==> src/cdbus_pkg.sv <==
// shared register map, reset values and bus types, imported by every design file and the testbench
`default_nettype none

package cdbus_pkg;

    localparam logic [7:0]  CD_VERSION     = 8'd11;
    localparam logic [15:0] DIV_LS_RST     = 16'd346; // 115200 bps from a 40 MHz clock
    localparam logic [15:0] DIV_HS_RST     = 16'd346;
    localparam logic [7:0]  BROADCAST_ADDR = 8'hff;

    // bit positions inside the interrupt flag and mask bytes
    localparam int INT_BUS_IDLE   = 0;
    localparam int INT_RX_PENDING = 1;
    localparam int INT_RX_BREAK   = 2;
    localparam int INT_RX_LOST    = 3;
    localparam int INT_RX_ERROR   = 4;
    localparam int INT_TX_DONE    = 5;
    localparam int INT_CD         = 6;
    localparam int INT_TX_ERROR   = 7;

    typedef enum logic [3:0] {
        VERSION, SETTING, IDLE_WAIT_LEN, TX_PERMIT_LEN, MAX_IDLE_LEN, TX_PRE_LEN,
        FILTER, DIV_LS, DIV_HS, INT_FLAG, INT_MASK, RX_CTRL, TX_CTRL, RX_PAGE_FLAG,
        FILTER_M
    } csr_reg_e;

    typedef struct packed {
        logic [3:0]  address;
        logic [3:0]  byteenable;
        logic        read;
        logic        write;
        logic [31:0] writedata;
    } csr_req_t;

    typedef struct packed {
        logic        full_duplex;
        logic        break_sync;
        logic        arbitration;
        logic        not_drop;
        logic        user_crc;
        logic        tx_invert;
        logic        tx_push_pull;
        logic [7:0]  idle_wait_len;
        logic [9:0]  tx_permit_len;
        logic [9:0]  max_idle_len;
        logic [1:0]  tx_pre_len;
        logic [7:0]  filter;
        logic [7:0]  filter1;
        logic [7:0]  filter2;
        logic [15:0] div_ls;
        logic [15:0] div_hs;
    } cd_cfg_t;

    typedef struct packed {
        logic       valid;
        logic [7:0] dst;
        logic [7:0] flags;
        logic       crc_ok;
    } rx_frame_t;

    typedef enum logic [1:0] {
        TX_OK, TX_COLLISION, TX_ERROR
    } tx_result_e;

    typedef struct packed {
        logic       valid;
        tx_result_e kind;
    } tx_result_t;

endpackage

`default_nettype wire

==> src/cd_csr.sv <==
// host register block holding configuration, sticky interrupt flags and command pulses
`default_nettype none

module cd_csr import cdbus_pkg::*; (
    input  wire logic       clk,
    input  wire logic       reset_n,
    input  csr_req_t        csr_req,
    input  wire logic [7:0] rx_ram_rd_flags,
    input  wire logic       rx_error,
    input  wire logic       rx_ram_lost,
    input  wire logic       rx_break,
    input  wire logic       rx_pending,
    input  wire logic       bus_idle,
    input  wire logic       ack_break,
    input  wire logic       tx_pending,
    input  wire logic       cd,
    input  wire logic       tx_err,
    output logic     [31:0] csr_readdata,
    output cd_cfg_t         cfg,
    output logic            rx_ram_rd_done,
    output logic            rx_clean_all,
    output logic            tx_ram_switch,
    output logic            tx_abort,
    output logic            has_break,
    output logic            irq
);

    logic       tx_error_flag;
    logic       cd_flag;
    logic       rx_error_flag;
    logic       rx_lost_flag;
    logic       rx_break_flag;
    logic [7:0] int_mask;
    logic [7:0] int_flag;
    csr_reg_e   reg_addr;
    logic [3:0] be;
    logic [31:0] wd;

    assign reg_addr = csr_reg_e'(csr_req.address);
    assign be       = csr_req.byteenable;
    assign wd       = csr_req.writedata;

    always_comb begin
        int_flag                 = '0;
        int_flag[INT_BUS_IDLE]   = bus_idle;
        int_flag[INT_RX_PENDING] = rx_pending;
        int_flag[INT_RX_BREAK]   = rx_break_flag;
        int_flag[INT_RX_LOST]    = rx_lost_flag;
        int_flag[INT_RX_ERROR]   = rx_error_flag;
        int_flag[INT_TX_DONE]    = ~tx_pending; // the transmit slot is free again
        int_flag[INT_CD]         = cd_flag;
        int_flag[INT_TX_ERROR]   = tx_error_flag;
    end

    assign irq = |(int_flag & int_mask);

    always_comb begin
        case (reg_addr)
            VERSION:       csr_readdata = {24'd0, CD_VERSION};
            SETTING:       csr_readdata = {25'd0, cfg.full_duplex, cfg.break_sync,
                                           cfg.arbitration, cfg.not_drop, cfg.user_crc,
                                           cfg.tx_invert, cfg.tx_push_pull};
            IDLE_WAIT_LEN: csr_readdata = {24'd0, cfg.idle_wait_len};
            TX_PERMIT_LEN: csr_readdata = {22'd0, cfg.tx_permit_len};
            MAX_IDLE_LEN:  csr_readdata = {22'd0, cfg.max_idle_len};
            TX_PRE_LEN:    csr_readdata = {30'd0, cfg.tx_pre_len};
            FILTER:        csr_readdata = {24'd0, cfg.filter};
            DIV_LS:        csr_readdata = {16'd0, cfg.div_ls};
            DIV_HS:        csr_readdata = {16'd0, cfg.div_hs};
            INT_FLAG:      csr_readdata = {24'd0, int_flag};
            INT_MASK:      csr_readdata = {24'd0, int_mask};
            TX_CTRL:       csr_readdata = {26'd0, has_break, 5'd0}; // break still waiting
            RX_PAGE_FLAG:  csr_readdata = {24'd0, rx_ram_rd_flags};
            FILTER_M:      csr_readdata = {16'd0, cfg.filter2, cfg.filter1};
            default:       csr_readdata = '0;
        endcase
    end

    always_ff @(posedge clk or negedge reset_n) begin
        if (!reset_n) begin
            cfg <= '{full_duplex: 1'b0, break_sync: 1'b0, arbitration: 1'b1,
                     not_drop: 1'b0, user_crc: 1'b0, tx_invert: 1'b0,
                     tx_push_pull: 1'b0, idle_wait_len: 8'd10, tx_permit_len: 10'd20,
                     max_idle_len: 10'd200, tx_pre_len: 2'd1, filter: 8'hff,
                     filter1: 8'hff, filter2: 8'hff, div_ls: DIV_LS_RST,
                     div_hs: DIV_HS_RST};
            tx_error_flag  <= 1'b0;
            cd_flag        <= 1'b0;
            rx_error_flag  <= 1'b0;
            rx_lost_flag   <= 1'b0;
            rx_break_flag  <= 1'b0;
            int_mask       <= '0;
            rx_ram_rd_done <= 1'b0;
            rx_clean_all   <= 1'b0;
            tx_ram_switch  <= 1'b0;
            tx_abort       <= 1'b0;
            has_break      <= 1'b0;
        end else begin
            rx_ram_rd_done <= 1'b0;
            rx_clean_all   <= 1'b0;
            tx_ram_switch  <= 1'b0;
            tx_abort       <= 1'b0;

            if (rx_error)
                rx_error_flag <= 1'b1;
            if (rx_ram_lost)
                rx_lost_flag <= 1'b1;
            if (rx_break)
                rx_break_flag <= 1'b1;
            if (cd)
                cd_flag <= 1'b1;
            if (tx_err)
                tx_error_flag <= 1'b1;
            if (ack_break)
                has_break <= 1'b0;

            // the host write comes last so a clear bit wins over an event in the same cycle
            if (csr_req.write) begin
                case (reg_addr)
                    SETTING: if (be[0]) begin
                        {cfg.full_duplex, cfg.break_sync, cfg.arbitration, cfg.not_drop,
                         cfg.user_crc, cfg.tx_invert, cfg.tx_push_pull} <= wd[6:0];
                    end
                    IDLE_WAIT_LEN: if (be[0]) cfg.idle_wait_len <= wd[7:0];
                    TX_PERMIT_LEN: begin
                        if (be[0]) cfg.tx_permit_len[7:0] <= wd[7:0];
                        if (be[1]) cfg.tx_permit_len[9:8] <= wd[9:8];
                    end
                    MAX_IDLE_LEN: begin
                        if (be[0]) cfg.max_idle_len[7:0] <= wd[7:0];
                        if (be[1]) cfg.max_idle_len[9:8] <= wd[9:8];
                    end
                    TX_PRE_LEN: if (be[0]) cfg.tx_pre_len <= wd[1:0];
                    FILTER:     if (be[0]) cfg.filter <= wd[7:0];
                    DIV_LS: begin
                        if (be[0]) cfg.div_ls[7:0]  <= wd[7:0];
                        if (be[1]) cfg.div_ls[15:8] <= wd[15:8];
                    end
                    DIV_HS: begin
                        if (be[0]) cfg.div_hs[7:0]  <= wd[7:0];
                        if (be[1]) cfg.div_hs[15:8] <= wd[15:8];
                    end
                    INT_MASK: if (be[0]) int_mask <= wd[7:0];
                    RX_CTRL: if (be[0]) begin
                        if (wd[1]) rx_ram_rd_done <= 1'b1;
                        if (wd[2]) rx_lost_flag   <= 1'b0;
                        if (wd[3]) rx_error_flag  <= 1'b0;
                        if (wd[4]) rx_clean_all   <= 1'b1;
                        if (wd[5]) rx_break_flag  <= 1'b0;
                    end
                    TX_CTRL: if (be[0]) begin
                        if (wd[1]) tx_ram_switch <= 1'b1;
                        if (wd[2]) cd_flag       <= 1'b0;
                        if (wd[3]) tx_error_flag <= 1'b0;
                        if (wd[4]) tx_abort      <= 1'b1;
                        if (wd[5]) has_break     <= 1'b1;
                    end
                    FILTER_M: begin
                        if (be[0]) cfg.filter1 <= wd[7:0];
                        if (be[1]) cfg.filter2 <= wd[15:8];
                    end
                    default: ;
                endcase
            end
        end
    end

    // a break is only acknowledged while it is requested, so a new request never meets an ack
    a_break_handshake: assert property (@(posedge clk) disable iff (!reset_n)
        $rose(has_break) |-> !$past(ack_break));

endmodule

`default_nettype wire

==> src/cd_idle_timer.sv <==
// bus line monitor that measures idle and low time in bit periods for idle, permit and break
`default_nettype none

module cd_idle_timer import cdbus_pkg::*; (
    input  wire logic clk,
    input  wire logic reset_n,
    input  cd_cfg_t   cfg,
    input  wire logic bus_rx,
    output logic      bus_idle,
    output logic      tx_permit,
    output logic      rx_break
);

    logic [1:0]  rx_sync;
    logic [15:0] div_cnt;
    logic        bit_tick;
    logic [9:0]  high_cnt;
    logic [9:0]  low_cnt;
    logic        line;

    assign line     = rx_sync[1];
    assign bit_tick = (div_cnt == cfg.div_ls);

    assign bus_idle  = (high_cnt >= {2'b00, cfg.idle_wait_len});
    assign tx_permit = (high_cnt >= cfg.tx_permit_len);

    always_ff @(posedge clk or negedge reset_n) begin
        if (!reset_n) begin
            rx_sync  <= 2'b11; // the line rests high
            div_cnt  <= '0;
            high_cnt <= '0;
            low_cnt  <= '0;
            rx_break <= 1'b0;
        end else begin
            rx_sync  <= {rx_sync[0], bus_rx};
            div_cnt  <= bit_tick ? 16'd0 : div_cnt + 16'd1;
            rx_break <= 1'b0;

            if (!line)
                high_cnt <= '0;
            else if (bit_tick && high_cnt != 10'h3ff)
                high_cnt <= high_cnt + 10'd1;

            if (line) begin
                low_cnt <= '0;
            end else if (bit_tick && low_cnt != 10'h3ff) begin
                low_cnt <= low_cnt + 10'd1;
                if ({1'b0, low_cnt} + 11'd1 == {1'b0, cfg.max_idle_len})
                    rx_break <= 1'b1; // once per low run, the count only passes this value once
            end
        end
    end

    a_break_single: assert property (@(posedge clk) disable iff (!reset_n)
        rx_break |=> !rx_break);

endmodule

`default_nettype wire

==> src/cd_rx_pages.sv <==
// two-page receive bookkeeper that filters frame descriptors and tracks page occupancy
`default_nettype none

module cd_rx_pages import cdbus_pkg::*; (
    input  wire logic       clk,
    input  wire logic       reset_n,
    input  cd_cfg_t         cfg,
    input  rx_frame_t       rx_frame,
    input  wire logic       rx_ram_rd_done,
    input  wire logic       rx_clean_all,
    output logic            rx_pending,
    output logic      [7:0] rx_ram_rd_flags,
    output logic            rx_error,
    output logic            rx_ram_lost
);

    logic [1:0]      page_full;
    logic [1:0][7:0] page_flags;
    logic            wr_idx;
    logic            rd_idx;
    logic            addr_hit;
    logic            accept;
    logic            keep;
    logic            store;

    assign addr_hit = (rx_frame.dst == cfg.filter) || (rx_frame.dst == cfg.filter1) ||
                      (rx_frame.dst == cfg.filter2) || (rx_frame.dst == BROADCAST_ADDR);
    assign accept   = rx_frame.valid && addr_hit;
    assign keep     = accept && (rx_frame.crc_ok || cfg.not_drop);
    assign store    = keep && !(&page_full);

    assign rx_pending      = page_full[rd_idx];
    assign rx_ram_rd_flags = page_flags[rd_idx];

    always_ff @(posedge clk) begin
        if (store)
            page_flags[wr_idx] <= rx_frame.flags;
    end

    always_ff @(posedge clk or negedge reset_n) begin
        if (!reset_n) begin
            page_full   <= '0;
            wr_idx      <= 1'b0;
            rd_idx      <= 1'b0;
            rx_error    <= 1'b0;
            rx_ram_lost <= 1'b0;
        end else begin
            rx_error    <= accept && !rx_frame.crc_ok;
            rx_ram_lost <= keep && (&page_full);

            if (store) begin
                page_full[wr_idx] <= 1'b1;
                wr_idx            <= ~wr_idx;
            end
            if (rx_ram_rd_done && page_full[rd_idx]) begin
                page_full[rd_idx] <= 1'b0;
                rd_idx            <= ~rd_idx;
            end
            if (rx_clean_all) begin
                page_full <= '0;
                wr_idx    <= 1'b0;
                rd_idx    <= 1'b0;
            end
        end
    end

    // both pages full means the write index has come round to an occupied read page
    a_lost_when_full: assert property (@(posedge clk) disable iff (!reset_n)
        rx_ram_lost |-> $past(rx_pending && (wr_idx == rd_idx)));

endmodule

`default_nettype wire

==> src/cd_top.sv <==
// top level of the bus controller status side, joining host port, bus side and the four blocks
`default_nettype none

module cd_top import cdbus_pkg::*; (
    input  wire logic   clk,
    input  wire logic   reset_n,
    input  csr_req_t    csr_req,
    input  wire logic   bus_rx,
    input  rx_frame_t   rx_frame,
    input  tx_result_t  tx_result,
    output logic [31:0] csr_readdata,
    output logic        irq,
    output logic        tx_start,
    output logic        tx_break
);

    cd_cfg_t    cfg;
    logic       rx_ram_rd_done;
    logic       rx_clean_all;
    logic       tx_ram_switch;
    logic       tx_abort;
    logic       has_break;
    logic       ack_break;
    logic [7:0] rx_ram_rd_flags;
    logic       rx_error;
    logic       rx_ram_lost;
    logic       rx_break;
    logic       rx_pending;
    logic       bus_idle;
    logic       tx_permit;
    logic       tx_pending;
    logic       cd;
    logic       tx_err;

    cd_csr u_csr (
        .clk, .reset_n, .csr_req, .rx_ram_rd_flags, .rx_error, .rx_ram_lost, .rx_break,
        .rx_pending, .bus_idle, .ack_break, .tx_pending, .cd, .tx_err, .csr_readdata,
        .cfg, .rx_ram_rd_done, .rx_clean_all, .tx_ram_switch, .tx_abort, .has_break, .irq
    );

    cd_idle_timer u_idle_timer (
        .clk, .reset_n, .cfg, .bus_rx, .bus_idle, .tx_permit, .rx_break
    );

    cd_rx_pages u_rx_pages (
        .clk, .reset_n, .cfg, .rx_frame, .rx_ram_rd_done, .rx_clean_all, .rx_pending,
        .rx_ram_rd_flags, .rx_error, .rx_ram_lost
    );

    cd_tx_ctrl u_tx_ctrl (
        .clk, .reset_n, .cfg, .tx_ram_switch, .tx_abort, .has_break, .tx_permit, .bus_idle,
        .tx_result, .tx_pending, .tx_start, .tx_break, .ack_break, .cd, .tx_err
    );

endmodule

`default_nettype wire

==> src/cd_tx_ctrl.sv <==
// transmit controller for one pending frame with start, result handling, abort and break
`default_nettype none

module cd_tx_ctrl import cdbus_pkg::*; (
    input  wire logic clk,
    input  wire logic reset_n,
    input  cd_cfg_t   cfg,
    input  wire logic tx_ram_switch,
    input  wire logic tx_abort,
    input  wire logic has_break,
    input  wire logic tx_permit,
    input  wire logic bus_idle,
    input  tx_result_t tx_result,
    output logic      tx_pending,
    output logic      tx_start,
    output logic      tx_break,
    output logic      ack_break,
    output logic      cd,
    output logic      tx_err
);

    typedef enum logic {
        IDLE,
        BUSY
    } tx_state_e;

    tx_state_e state;
    logic      pending;
    logic      settle;

    assign tx_pending = pending;

    // a break goes out only between frames and takes priority over a start
    assign tx_break  = (state == IDLE) && has_break && bus_idle;
    assign ack_break = tx_break;
    assign tx_start  = (state == IDLE) && pending && tx_permit && !tx_break && !tx_abort;
    assign settle    = (state == BUSY) && tx_result.valid;

    always_ff @(posedge clk or negedge reset_n) begin
        if (!reset_n) begin
            state   <= IDLE;
            pending <= 1'b0;
            cd      <= 1'b0;
            tx_err  <= 1'b0;
        end else begin
            cd     <= 1'b0;
            tx_err <= 1'b0;

            if (tx_ram_switch)
                pending <= 1'b1;
            if (tx_start)
                state <= BUSY;

            if (settle) begin
                state <= IDLE;
                case (tx_result.kind)
                    TX_OK: pending <= 1'b0;
                    TX_COLLISION: begin
                        cd      <= 1'b1;
                        pending <= cfg.arbitration; // retry only under arbitration
                    end
                    default: begin
                        tx_err  <= 1'b1;
                        pending <= 1'b0;
                    end
                endcase
            end

            if (tx_abort) begin
                state   <= IDLE;
                pending <= 1'b0;
            end
        end
    end

    // a line result only follows a frame that was started
    a_result_when_busy: assert property (@(posedge clk) disable iff (!reset_n)
        tx_result.valid |-> (state == BUSY));

endmodule

`default_nettype wire

==> config.mk <==
export PLATFORM = sky130hd
export DESIGN_NAME = cd_top
export DESIGN_NICKNAME = d
export VERILOG_FILES = /design/src/cdbus_pkg.sv /design/src/cd_csr.sv /design/src/cd_idle_timer.sv /design/src/cd_rx_pages.sv /design/src/cd_top.sv /design/src/cd_tx_ctrl.sv
export SDC_FILE = /design/constraint.sdc
export NUM_CORES = 1
export LEC_CHECK = 0
export BUFFER_PORTS_ARGS = -buffer_cell sky130_fd_sc_hd__clkbuf_2
export CAP_MARGIN = 5
export CORE_MARGIN = 3
export CORE_UTILIZATION = 64
export DETAILED_ROUTE_END_ITERATION = 8
export PLACE_DENSITY = 0.86
export REMOVE_ABC_BUFFERS = 1
export SLEW_MARGIN = 25
export SYNTH_ARGS = -nofsm -noshare
export SYNTH_HDL_FRONTEND = slang
export SYNTH_SLANG_ARGS = --single-unit
export TNS_END_PERCENT = 10
==> constraint.sdc <==
create_clock -name clk -period 4.55 [get_ports clk]
set_input_delay 0.455 -clock clk [delete_from_list [all_inputs] [get_ports clk]]
set_output_delay 0.455 -clock clk [all_outputs]
set_load 0.02 [all_outputs]
==> metrics.cfg <==
[run_status]
status = finished, final reports clean

[logic_synthesis]
yosysSeqAreaShare_pct = 48.78
synth_most_common_cell = dfrtp_1
yosys_register_bits = 176
synth_area_leaders = dfrtp_1 (31%), dfstp_2 (13%), mux2_2 (12%)
async_flop_share_pct = 90.91
synthFlopType = dfrtp_1
synth_commonest_cells = dfrtp_1 (115), mux2_2 (96), xnor2_1 (57)
yosysTopAreaCell = dfrtp_1
synth_area_sq_um = 9309
yosysUniqueCellTypes = 61
syn_avg_cell_area_sq_um = 10.98
synth_edf_count = 16
postSynthCellCount = 848
yosysWarnings = 0
synth_top_area_share_pct = 30.91

[sta]
rsz0062_at_grt = no
tns_ns = 0
hold_ws_ns = 0.1014
period_needed_ns = 3.308
finalSetupViolCount = 0
finalMaxSlewViolations = 0
worst_pin_slew_ns = 1.048
fmax_mhz = 302.3
clock_skew_ns = 0.008864
slew-limit-headroom_pct = 29.20
fin_crit_sh_pct = 72.69
finalHoldViolations = 0

[routing]
viasPerCell = 6.435
drt-wirelength-per-cell_microns = 21.48
route.detailed.drc = 0
drt_iter0_markers = 950
ant_nets = 0
totalWireLength_microns = 23580
vias = 7066
first_pass_iters = 8

[grt]
grt_max_degree = 99
gr-usage-met2_pct = 48.13
grt_pass1_wl_microns = 38000
gr-usage-met3_pct = 6.653
grt_use_total_pct = 30.38
grt_pass1_vias = 7136
gr-usage-met1_pct = 40.65
gr-total-overflow = 0
antenna_found_initial = 0
grt-busiest-layer = met2

[die]
initial_core_util_pct = 66.29
die_x_microns = 126.6
die_h_microns = 126.6
num_rows = 43
design.core.area_sq_um = 14040
dieArea_sq_um = 16030
io_pins = 101

[clock_tree]
postCtsSetupBuffers = 0
cts-resized-gates = 0
cts-root-buf = clkbuf_16
cts_sinks = 176
htree_levels = 4
cts-hold-fix-buffers = 0
clk_pin_slew_ns = 0.06
clkLatencyLatePin_ns = 0.44
numCtsBuffers = 17
cts_tree = done
ctsLongestPathBuffers = 2

[worst_setup_path]
worstSetupStartpointType = register
arrival_ns = 2.85
rr_worst_depth = 6
r2r-start = u_csr.cfg[42]$_DFFE_PN1P_
endpoint_kind = output pin
regToRegSetupSlack_ns = 2.10
required_ns = 4.09
crit_fanout = 3
reg2reg_to = u_rx_pages.page_flags[2]$_DFFE_PP_
crit_type = reg -> out

[power]
worst_ir_drop_vdd_mv = 0.3738
power_density_nw_per_um2 = 434.2
leakagePower_nw = 4.475

[cells_and_area]
area_growth_pct = 11.05
post-route-cell-area_sq_um = 10340
layout-drive-gt1-share_pct = 28.32
n_antenna_cell = 0
final_util_pct = 73.62
fin_nets = 992

[placement]
numPortBuffers = 65
gp_congestion = 0.9574
dpl-instance-area_sq_um = 9719
dp_hpwl_microns = 16480

[flow_run]
cap_violations = 0

[hold_path]
hold_class = in -> async

## report_power, final
part	internal, W	total, W	switching (W)
registers	0.00188	0.00216	0.000279
clock network	0.000882	0.00150	0.000622
logic	0.000391	0.000821	0.000430
## per-layer routing
| metal | vias to the layer above | wire [microns] |
|---|---|---|
| met2 | 356 | 11200 |
| met5 | - | 0 |
| met4 | 0 | 855 |
| li1 | 3141 | - |
| met1 | 3495 | 9454 |
| met3 | 74 | 2067 |
## sequential cells by signal, indices dropped and copies added (netlist names), 2 cells and up
register,flops
u_idle_timer.div_cnt,16
u_csr.int_mask,8
u_idle_timer.high_cnt,10
u_csr.cfg,93
u_idle_timer.rx_sync,2
u_idle_timer.low_cnt,10
u_rx_pages.page_full,2
u_rx_pages.page_flags,16
## cell usage in the layout, fill, tap and decap left out, types with 12 or more instances in the layout
master,synthesis,routed
ha_1,21,21
nand2_1,50,50
mux2i_1,19,19
clkbuf_2,0,64
inv_1,39,39
a21oi_1,32,32
clkbuf_16,0,17
nand2b_1,12,12
xnor2_1,57,57
nor3_1,14,13
edfxtp_1,16,16
xor2_1,17,17
dfstp_2,45,45
o21ai_0,31,31
conb_1,1,16
and3_1,16,16
nor2_1,55,55
dfrtp_1,115,115
nand4_1,23,23
mux2_2,96,96
nand3_1,28,28
## cells by family after synthesis
logic type / Yosys count / share of synthesized area [%]
AOI/OAI and AO/OA: 127 / 9.207
xor gates and xnor gates: 74 / 6.962
adders and majority gates: 21 / 2.823
buffers and inverters: 88 / 4.462
DFF: 176 / 48.78
muxes: 115 / 13.66
other: 1 / 0.04028
and+or+nand+nor: 246 / 14.07
## how the worst max path moves through the flow
stage                                                end  cells past startpoint                      start
global placement                         csr_readdata[7]                      8                csr_req[40]
detailed placement                       csr_readdata[7]                      8                csr_req[40]
CTS                                             tx_start                      7  u_csr.cfg[81]$_DFFE_PN1P_
finish                                          tx_start                      7  u_csr.cfg[81]$_DFFE_PN1P_
floorplan           u_idle_timer.high_cnt[9]$_DFFE_PN0P_                      6  u_csr.cfg[19]$_DFFE_PN1P_
global route                                    tx_start                      7  u_csr.cfg[81]$_DFFE_PN1P_
## critical path, cell delays in order (launching register included)
cell and delay, ns:
dfstp_2 0.53, inv_1 0.07, ha_1 0.32, a2111oi_0 0.39
o21a_1 0.23, o32ai_1 0.12, nor4_1 0.49, clkbuf_2 0.26
## layout make-up
cell class | count | area, sq um
clock buffer | 20 | 446.7
clock inverter | 12 | 156.4
fill | 922 | 3705
inverter | 39 | 146.4
multi-input combinational | 599 | 4438
sequential | 176 | 4541
tap | 180 | 225.2
timing repair buffer | 72 | 384.1
## through the flow
stage          instances  total power, W  setup WS [ns]
2_1_floorplan        814        0.002644          1.648
3_3_place_gp        1066        0.002925          1.455
6_report            1098        0.004489          1.242
3_5_place_dp        1066        0.002973          1.472
4_1_cts             1098        0.004490          1.216
5_1_grt             1098        0.004676          1.062
(Power assumes the default switching activity.)
